### src/source/core_axi_pkg.sv
package core_axi_pkg;

    typedef logic [31:0] word_t;
    typedef logic [31:0] addr_t;
    typedef logic [3:0]  axi_id_t;

    localparam axi_id_t ID_ICACHE = 4'd0;
    localparam axi_id_t ID_DCACHE = 4'd1;

    localparam int BEATS_DEFAULT = 8; // words per cache line

    typedef logic [BEATS_DEFAULT*$bits(word_t)-1:0] line_t;

    // cache side
    typedef struct packed {
        logic  req;
        addr_t addr;
    } line_rd_req_t;

    typedef struct packed {
        logic  valid; // one-cycle return pulse
        line_t data;
    } line_ret_t;

    typedef struct packed {
        logic  req;
        addr_t addr;
        line_t data;
    } line_wr_req_t;

    // axi channels, len/size/burst/strb fixed
    typedef struct packed {
        logic    valid;
        axi_id_t id;
        addr_t   addr;
    } axi_ar_t;

    typedef struct packed {
        logic    valid;
        axi_id_t id;
        addr_t   addr;
    } axi_aw_t;

    typedef struct packed {
        logic       valid;
        axi_id_t    id;
        word_t      data;
        logic [1:0] resp;
        logic       last;
    } axi_r_t;

    typedef struct packed {
        logic  valid;
        word_t data;
        logic  last;
    } axi_w_t;

    typedef struct packed {
        logic       valid;
        axi_id_t    id;
        logic [1:0] resp;
    } axi_b_t;

endpackage

### src/source/beat_counter.sv
module beat_counter #(
    parameter int BEATS = core_axi_pkg::BEATS_DEFAULT
) (
    input  logic aclk,
    input  logic rst,
    input  logic clear_i,
    input  logic beat_i,
    output logic last_beat_o
);
    localparam int CW = (BEATS > 1) ? $clog2(BEATS) : 1;
    localparam logic [CW-1:0] LAST = CW'(BEATS - 1);

    logic [CW-1:0] count_q;

    always_ff @(posedge aclk) begin
        if (rst || clear_i) begin
            count_q <= '0;
        end else if (beat_i) begin
            if (count_q == LAST) begin
                count_q <= '0; // wrap for next burst
            end else begin
                count_q <= count_q + 1'b1;
            end
        end
    end

    assign last_beat_o = (count_q == LAST);

endmodule

### src/source/rd_line_assembler.sv
module rd_line_assembler #(
    parameter int BEATS = core_axi_pkg::BEATS_DEFAULT
) (
    input  logic                                         aclk,
    input  logic                                         rst,
    input  logic                                         capture_i,
    input  core_axi_pkg::word_t                          rdata_i,
    output logic [BEATS*$bits(core_axi_pkg::word_t)-1:0] line_o
);
    localparam int WW     = $bits(core_axi_pkg::word_t);
    localparam int LINE_W = BEATS * WW;

    logic [LINE_W-1:0] line_q;

    // new word enters at the top and walks down,
    // so after BEATS captures beat 0 sits in word 0
    always_ff @(posedge aclk) begin
        if (rst) begin
            line_q <= '0;
        end else if (capture_i) begin
            if (BEATS > 1) begin
                line_q <= {rdata_i, line_q[LINE_W-1:WW]};
            end else begin
                line_q <= LINE_W'(rdata_i);
            end
        end
    end

    assign line_o = line_q;

endmodule

### src/source/wr_line_serializer.sv
module wr_line_serializer #(
    parameter int BEATS = core_axi_pkg::BEATS_DEFAULT
) (
    input  logic                                         aclk,
    input  logic                                         rst,
    input  logic                                         load_i,
    input  logic [BEATS*$bits(core_axi_pkg::word_t)-1:0] line_i,
    input  logic                                         advance_i,
    output core_axi_pkg::word_t                          wdata_o
);
    localparam int WW     = $bits(core_axi_pkg::word_t);
    localparam int LINE_W = BEATS * WW;

    logic [LINE_W-1:0] shift_q;

    always_ff @(posedge aclk) begin
        if (rst) begin
            shift_q <= '0;
        end else if (load_i) begin
            shift_q <= line_i; // victim line, word 0 goes out first
        end else if (advance_i) begin
            if (BEATS > 1) begin
                shift_q <= {{WW{1'b0}}, shift_q[LINE_W-1:WW]};
            end else begin
                shift_q <= '0;
            end
        end
    end

    assign wdata_o = shift_q[WW-1:0];

endmodule

### src/source/bridge_fsm.sv
module bridge_fsm #(
    parameter int BEATS = core_axi_pkg::BEATS_DEFAULT
) (
    input  logic                       aclk,
    input  logic                       rst,
    input  core_axi_pkg::line_rd_req_t icache_rd_i,
    input  core_axi_pkg::line_rd_req_t dcache_rd_i,
    input  core_axi_pkg::line_wr_req_t dcache_wr_i,
    input  logic                       axi_arready_i,
    input  logic                       axi_awready_i,
    input  logic                       axi_wready_i,
    input  core_axi_pkg::axi_r_t       axi_r_i,
    input  core_axi_pkg::axi_b_t       axi_b_i,
    input  logic                       last_beat_i,
    output core_axi_pkg::axi_ar_t      axi_ar_o,
    output core_axi_pkg::axi_aw_t      axi_aw_o,
    output logic                       w_valid_o,
    output logic                       axi_rready_o,
    output logic                       axi_bready_o,
    output logic                       beat_o,
    output logic                       clear_o,
    output logic                       load_o,
    output logic                       icache_ret_o,
    output logic                       dcache_ret_o,
    output logic                       wr_done_o
);
    localparam int LINE_BYTES = BEATS * ($bits(core_axi_pkg::word_t) / 8);
    localparam core_axi_pkg::addr_t LINE_MASK = ~core_axi_pkg::addr_t'(LINE_BYTES - 1);

    typedef enum logic [2:0] {S_IDLE, S_AR, S_R, S_AW, S_W, S_B, S_RET} state_t;
    typedef enum logic [1:0] {G_WR, G_DRD, G_IRD} grant_t;

    state_t                  state_q;
    state_t                  state_d;
    grant_t                  grant_q;
    grant_t                  grant_d;
    logic                    start;
    core_axi_pkg::addr_t     req_addr;
    core_axi_pkg::addr_t     addr_q;
    core_axi_pkg::axi_id_t   id_q;

    always_comb begin
        state_d = state_q;
        grant_d = grant_q;
        case (state_q)
            S_IDLE: begin
                // write-back first, then dcache refill, then icache
                if (dcache_wr_i.req) begin
                    grant_d = G_WR;
                    state_d = S_AW;
                end else if (dcache_rd_i.req) begin
                    grant_d = G_DRD;
                    state_d = S_AR;
                end else if (icache_rd_i.req) begin
                    grant_d = G_IRD;
                    state_d = S_AR;
                end
            end
            S_AR:    if (axi_arready_i) state_d = S_R;
            S_R:     if (axi_r_i.valid && last_beat_i) state_d = S_RET;
            S_AW:    if (axi_awready_i) state_d = S_W;
            S_W:     if (axi_wready_i && last_beat_i) state_d = S_B;
            S_B:     if (axi_b_i.valid) state_d = S_RET;
            S_RET:   state_d = S_IDLE; // requester drops req meanwhile
            default: state_d = S_IDLE;
        endcase
    end

    always_comb begin
        case (grant_d)
            G_WR:    req_addr = dcache_wr_i.addr;
            G_DRD:   req_addr = dcache_rd_i.addr;
            default: req_addr = icache_rd_i.addr;
        endcase
    end

    assign start = (state_q == S_IDLE) && (state_d != S_IDLE);

    always_ff @(posedge aclk) begin
        if (rst) begin
            state_q <= S_IDLE;
            grant_q <= G_IRD;
        end else begin
            state_q <= state_d;
            grant_q <= grant_d;
        end
    end

    always_ff @(posedge aclk) begin
        if (start) begin
            addr_q <= req_addr & LINE_MASK;
            id_q   <= (grant_d == G_IRD) ? core_axi_pkg::ID_ICACHE : core_axi_pkg::ID_DCACHE;
        end
    end

    always_comb begin
        axi_ar_o.valid = (state_q == S_AR);
        axi_ar_o.id    = id_q;
        axi_ar_o.addr  = addr_q;
        axi_aw_o.valid = (state_q == S_AW);
        axi_aw_o.id    = core_axi_pkg::ID_DCACHE; // only dcache writes
        axi_aw_o.addr  = addr_q;
    end

    assign w_valid_o    = (state_q == S_W);
    assign axi_rready_o = (state_q == S_R);
    assign axi_bready_o = (state_q == S_B);

    // transfer on whichever data channel is active
    assign beat_o = (axi_rready_o && axi_r_i.valid) || (w_valid_o && axi_wready_i);

    assign clear_o = start;
    assign load_o  = start && (grant_d == G_WR);

    assign icache_ret_o = (state_q == S_RET) && (grant_q == G_IRD);
    assign dcache_ret_o = (state_q == S_RET) && (grant_q == G_DRD);
    assign wr_done_o    = (state_q == S_RET) && (grant_q == G_WR);

endmodule

### src/source/axi_cache_bridge.sv
module axi_cache_bridge #(
    parameter int BEATS = core_axi_pkg::BEATS_DEFAULT
) (
    input  logic                       aclk,
    input  logic                       rst,
    // cache side
    input  core_axi_pkg::line_rd_req_t icache_rd_i,
    input  core_axi_pkg::line_rd_req_t dcache_rd_i,
    input  core_axi_pkg::line_wr_req_t dcache_wr_i,
    output core_axi_pkg::line_ret_t    icache_rd_o,
    output core_axi_pkg::line_ret_t    dcache_rd_o,
    output logic                       dcache_wr_done_o,
    // axi master
    output core_axi_pkg::axi_ar_t      axi_ar_o,
    input  logic                       axi_arready_i,
    input  core_axi_pkg::axi_r_t       axi_r_i,
    output logic                       axi_rready_o,
    output core_axi_pkg::axi_aw_t      axi_aw_o,
    input  logic                       axi_awready_i,
    output core_axi_pkg::axi_w_t       axi_w_o,
    input  logic                       axi_wready_i,
    input  core_axi_pkg::axi_b_t       axi_b_i,
    output logic                       axi_bready_o
);
    localparam int LINE_W = BEATS * $bits(core_axi_pkg::word_t);

    logic                last_beat;
    logic                beat;
    logic                clear;
    logic                load;
    logic                w_valid;
    logic                icache_ret;
    logic                dcache_ret;
    logic                read_beat;
    logic                write_beat;
    logic [LINE_W-1:0]   rd_line;
    core_axi_pkg::word_t wdata;

    assign read_beat  = beat & axi_rready_o; // beat strobe split per channel
    assign write_beat = beat & w_valid;

    bridge_fsm #(.BEATS(BEATS)) fsm_i (
        .aclk          (aclk),
        .rst           (rst),
        .icache_rd_i   (icache_rd_i),
        .dcache_rd_i   (dcache_rd_i),
        .dcache_wr_i   (dcache_wr_i),
        .axi_arready_i (axi_arready_i),
        .axi_awready_i (axi_awready_i),
        .axi_wready_i  (axi_wready_i),
        .axi_r_i       (axi_r_i),
        .axi_b_i       (axi_b_i),
        .last_beat_i   (last_beat),
        .axi_ar_o      (axi_ar_o),
        .axi_aw_o      (axi_aw_o),
        .w_valid_o     (w_valid),
        .axi_rready_o  (axi_rready_o),
        .axi_bready_o  (axi_bready_o),
        .beat_o        (beat),
        .clear_o       (clear),
        .load_o        (load),
        .icache_ret_o  (icache_ret),
        .dcache_ret_o  (dcache_ret),
        .wr_done_o     (dcache_wr_done_o)
    );

    beat_counter #(.BEATS(BEATS)) counter_i (
        .aclk        (aclk),
        .rst         (rst),
        .clear_i     (clear),
        .beat_i      (beat),
        .last_beat_o (last_beat)
    );

    rd_line_assembler #(.BEATS(BEATS)) assembler_i (
        .aclk      (aclk),
        .rst       (rst),
        .capture_i (read_beat),
        .rdata_i   (axi_r_i.data),
        .line_o    (rd_line)
    );

    wr_line_serializer #(.BEATS(BEATS)) serializer_i (
        .aclk      (aclk),
        .rst       (rst),
        .load_i    (load),
        .line_i    (dcache_wr_i.data),
        .advance_i (write_beat),
        .wdata_o   (wdata)
    );

    // one line buffer serves both refill paths
    assign icache_rd_o = core_axi_pkg::line_ret_t'{valid: icache_ret, data: rd_line};
    assign dcache_rd_o = core_axi_pkg::line_ret_t'{valid: dcache_ret, data: rd_line};

    assign axi_w_o = core_axi_pkg::axi_w_t'{
        valid: w_valid,
        data:  wdata,
        last:  w_valid & last_beat
    };

endmodule

### config.mk
export PLATFORM = sky130hd
export DESIGN_NAME = axi_cache_bridge
export DESIGN_NICKNAME = d
export VERILOG_FILES = /design/src/source/core_axi_pkg.sv /design/src/source/beat_counter.sv /design/src/source/rd_line_assembler.sv /design/src/source/wr_line_serializer.sv /design/src/source/bridge_fsm.sv /design/src/source/axi_cache_bridge.sv
export SDC_FILE = /design/constraint.sdc
export NUM_CORES = 1
export LEC_CHECK = 0
export BUFFER_PORTS_ARGS = -buffer_cell sky130_fd_sc_hd__buf_2
export CAP_MARGIN = 20
export CELL_PAD_IN_SITES_DETAIL_PLACEMENT = 1
export CELL_PAD_IN_SITES_GLOBAL_PLACEMENT = 2
export CORE_AREA = 2 2 397 399
export CTS_BUF_LIST = sky130_fd_sc_hd__clkbuf_8
export CTS_CLUSTER_SIZE = 25
export DETAILED_ROUTE_END_ITERATION = 8
export DIE_AREA = 0 0 399 401
export GPL_TIMING_DRIVEN = 0
export PLACE_DENSITY_LB_ADDON = 0.1
export SYNTH_ARGS = -nofsm -noshare
export SYNTH_HDL_FRONTEND = slang
export SYNTH_SLANG_ARGS = --single-unit
### constraint.sdc
create_clock -name aclk -period 7 [get_ports aclk]
set_input_delay 0.35 -clock aclk [delete_from_list [all_inputs] [get_ports aclk]]
set_output_delay 0.35 -clock aclk [all_outputs]
set_load 0.01 [all_outputs]
Yosys cells after proc, flatten, opt, wreduce, memory -nomap -nowiden
Index checks and enable logic that the tools add are counted.
W data, S select, Z words.

word-level totals
  register bits after elaboration = 551
  output and inout bits = 625
  word-level logic and storage cells = 56

cells by class
  $add $sub $neg = 1
  eq/ne operators = 11
  muxes and demuxes = 18
  bitwise logic cells = 3
  reductions and logical operators = 16

operators by type and width
  operator               count
  $mux W256              2
  $pmux W32 S2           1
  $mux W3                9
  $pmux W3 S6            1
  $eq A3 B3 Y1 const B   4
  $logic_and A1 B1 Y1    9
  $mux W2                4
  $eq A3 B2 Y1 const B   2
  $eq A2 B1 Y1 const B   2
  $eq A2 B2 Y1 const B   2
  $logic_not A2 Y1       2
  $add A3 B1 Y3 const B  1
  $and A1 B1 Y1          3
  $eq A3 B1 Y1 const B   1
  $logic_not A3 Y1       1
  $reduce_bool A3 Y1     1
  $logic_or A1 B1 Y1     2
  $reduce_bool A2 Y1     1
  $mux W1                1

Depth between registers and ports, before layout
  depth after elaboration = 8
  mapped depth = 7

Modules after synthesis
From an unflattened synthesis, not the netlist that was laid out.

second synthesis, totals
  cell total of the unflattened synthesis = 2521
  area total of the unflattened synthesis = 25655.9 µm²

modules (own cells, without submodules)
  module              instances  cells an instance  area an instance (µm²)  seq. area each (µm²)
  wr_line_serializer  1          1170               11878.9                 5124.9
  rd_line_assembler   1          825                9322.7                  5124.9
  bridge_fsm          1          252                2348.5                  940.9
  axi_cache_bridge    1          262                1963.1                  0.0
  beat_counter        1          12                 142.6                   60.1

Worst setup path before layout
No wires, ideal clock.

  kind = reg-to-reg
  start point = reg fsm_i.state_q[2]
  end point = reg fsm_i.state_q[0]
  data arrival time = 2.504 ns
  data required time = 6.927 ns
  setup slack = 4.423 ns
  stages on the path, launching flop included = 6
  buffers on the path = 1
  cells stage by stage = dfxtp_1 > buf_2 > or3_4 > nor2_1 > a2111oi_0 > a21oi_1

between the ends
  word-level cells in the longest chain between the ends = 2
  elaborated cells between the ends (all ways) = 7

RTL lines
  what                                        RTL line          source
  from (decl)                                 bridge_fsm.sv:33  state_t state_q;
  from (signal assigned)                      bridge_fsm.sv:84  state_q <= state_d;
  $eq A3 B3 Y1, or another cell as far along  bridge_fsm.sv:45  case (state_q)
  $pmux W3 S6 (*)                             bridge_fsm.sv:45

Every way passes the cells marked *; elsewhere a longest branch is shown, timed or not.
A chain may end at the register's enable or synchronous reset.

==> results.cfg <==
[outcome]
outcome = finished, final reports clean

[clock_tree]
clock-sinks = 548
path_clk_slew_ns = 0.06
clockBufferDepth = 3
numCtsBuffers = 115
cts-root-buf = clkbuf_8
cts_tree = done
htreeDepth = 3
clock_latency_ns = 0.83

[placement]
gp_congestion = 0.741
portBuffers = 985
hpwl_um = 119000
dpl_cell_area_um2 = 31900

[timing]
finalSetupViolCount = 0
slew_headroom_pct = 22.6
worst_pin_slew_ns = 1.16
report.final.slew_viol_count = 0
fin_crit_ns = 2.91
fin_worst_skew_ns = 0.0572
fin_setup_tns_ns = 0
hold_viol = 0
min_period_over_period_pct = 41.5
fmax_ghz = 0.344
rsz0062_at_grt = no

[global_routing]
grt_pass1_wl_um = 201000
grt_usage_pct = 17.6
antenna_found_initial = 58
grt_pass1_vias = 26076
grt_overflow = 0
grt_max_degree = 20

[critical_path]
critPathKind = register to output pin
rr_endpoint = fsm_i.addr_q[10]$_DFFE_PP_
cp-start-kind = register
r2r_start = fsm_i.state_q[2]$_SDFF_PP0_
reg2reg_depth = 8
crit_slowest_cell = nor3b_1
critPathMaxStageDelay_ns = 0.53
rrSetupSlack_ns = 4.13
worstPathArrival_ns = 2.56
crit_chain = buf_2 -> clkbuf_1 -> nor3b_1 -> and2_1 -> buf_2
required_ns = 6.65
crit_end = axi_w_o[0]
crit_path_frequent_cell = buf_2
path_max_fanout = 10
end_kind = output pin
startpoint = fsm_i.state_q[2]$_SDFF_PP0_

[route]
viasPerCell = 3.87
drc = 0
vias = 24856
routedWlPerCell_um = 22.6
first_pass_iters = 4
postRouteAntennaNets = 0
routed_wl_um = 145000
drtIter0Drc = 917

[power]
ir_worst_vdd_uv = 149
p_sw_uw = 2900
leakagePower_uw = 0.0166
seqPwrFrac_pct = 40.8
p_comb_share_pct = 20.7
p_per_area_nw_per_um2 = 239
switching_share_pct = 32.2
internal-power_uw = 6100
finalPower_uw = 9000
clockPowerShare_pct = 38.5

[synthesis]
synthMuxAreaShare_pct = 9.35
ys.flop_type = dfxtp_1
ys_seq_area_share_pct = 46.5
synth_top_family_by_area = buffers and inverters
synthCells = 2772
ys_seq_elements = 548
ys_warn_count = 0
synth.distinct_cells = 36
synth_area_um2 = 24200
syn_avg_cell_area_um2 = 8.73
synthXorXnorAreaFrac_pct = 0
synthArstFlopShare_pct = 0
synth_edf_count = 28
synth_compound_area_share_pct = 14.8
synthSimpleGateAreaFrac_pct = 14.1
synthAdderAreaFrac_pct = 0.103

[die]
fp-row-count = 145
die_area_um2 = 160000
start_util_pct = 15.5
dieHeight_um = 401
ios = 1032
core_um2 = 156000
die_w_um = 399

[cells_and_area]
final_cell_mix = buf_2, nand2_1, dfxtp_1
post_route_cells_drive_above_1_share_pct = 36.7
nNetsFinal = 4651
fin_util_pct = 24.2
layout_commonest_cell = buf_2
syn_to_final_growth_pct = 55.9
final_area_um2 = 37700

[flow_run]
drv_cap = 0

[min_path]
worst_hold_path_type = primary input to register
-- synth_stat cells (27+ instances only) --
cell type	count	area, um2
dfxtp_1	520	10400
clkbuf_1	118	443
a211oi_1	226	1700
edfxtp_1	28	841
inv_1	29	109
a22oi_1	33	248
buf_2	78	390
nand2_1	547	2050
buf_4	342	2570
mux2i_1	226	2260
a21oi_1	258	1290
nand4_1	27	169
nor2_1	265	995
-- per-layer routing --
metal	part of all wire [%]	vias up	GRT usage [%]	wire length, um
li1	-	12121	-	-
met1	45	11818	22.6	65200
met2	48	707	29.7	69600
met3	5.0	180	3.69	7250
met4	2.0	30	4.17	2940
met5	0.14	-	0	202
-- what timing repair did --
| action | 4_1_cts | 5_1_grt |
|---|---|---|
| gates resized for setup | 0 | 0 |
| setup endpoints to repair | 0 | 0 |
| hold endpoints to repair | 318 | 0 |
| setup buffers | 0 | 0 |
| hold buffers | 347 | 0 |
-- area by class of cell --
cell class              instances  area [um2]
inverters                      29         109
multi-input cells            1660        9370
plain buffers                 550        3540
clock inverters                72         424
repair buffers               1338        8540
flip-flops and latches        548       11300
clock buffers                 134        1840
diodes                         31        77.6
fillers                     18636      118000
well taps                    2058        2570
-- flip-flops by register name, summed over array words and instances, names as in the netlist --
name	cells
fsm_i.addr_q	27
fsm_i.grant_q	2
assembler_i.line_o	256
serializer_i.shift_q	256
fsm_i.id_q	1
counter_i.count_q	3
fsm_i.state_q	3
-- metrics by stage --
step	hold WS [ns]	cells	setup slack (ns)
after floorplan	0.444	2787	4.42
after global placement	0.461	5830	2.63
after detailed placement	0.470	5836	4.11
after CTS	0.0670	6389	3.92
after global routing	0.115	6406	3.83
final	0.154	6420	4.09
-- power by group through the flow --
stage	Clock, uW	Combinational [uW]	Sequential (uW)
after floorplan	0	935	3670
after global placement	0	1640	3750
after detailed placement	0	1660	3750
after CTS	3650	1900	3680
after global routing	3790	2060	3700
final	3470	1860	3670
-- critical path: cells and delay by family, from the launching register on --
kind                   cells  cell delay, ns
buffers and inverters      3            0.72
flip-flops                 1            0.30
AND/OR/NAND/NOR            2            0.73
-- how the worst min path moves through the flow --
| stage | startpoint | end | slack, ns | depth (start not counted) |
|---|---|---|---|---|
| 6_report | axi_awready_i | fsm_i.state_q[0]$_SDFF_PP0_ | 0.15 | 4 |
| 4_1_cts | axi_awready_i | fsm_i.state_q[0]$_SDFF_PP0_ | 0.07 | 4 |
| 2_1_floorplan | counter_i.count_q[1]$_SDFFE_PP0N_ | counter_i.count_q[1]$_SDFFE_PP0N_ | 0.44 | 2 |
| 5_1_grt | axi_awready_i | fsm_i.state_q[0]$_SDFF_PP0_ | 0.12 | 4 |
| 3_5_place_dp | assembler_i.line_o[4]$_SDFFE_PP0P_ | assembler_i.line_o[4]$_SDFFE_PP0P_ | 0.47 | 2 |
| 3_3_place_gp | assembler_i.line_o[6]$_SDFFE_PP0P_ | assembler_i.line_o[6]$_SDFFE_PP0P_ | 0.46 | 2 |
-- logic make-up (layout without fill, tap and decap cells) --
logic type | after synthesis | in the layout
AOI/OAI and AO/OA | 549 | 549
other | 2 | 48
DFF | 548 | 548
and+or+nand+nor | 866 | 866
buffers and inverters | 579 | 2123
adders and majority gates | 2 | 2
muxes | 226 | 226
Power figures use the tool's default switching activity.
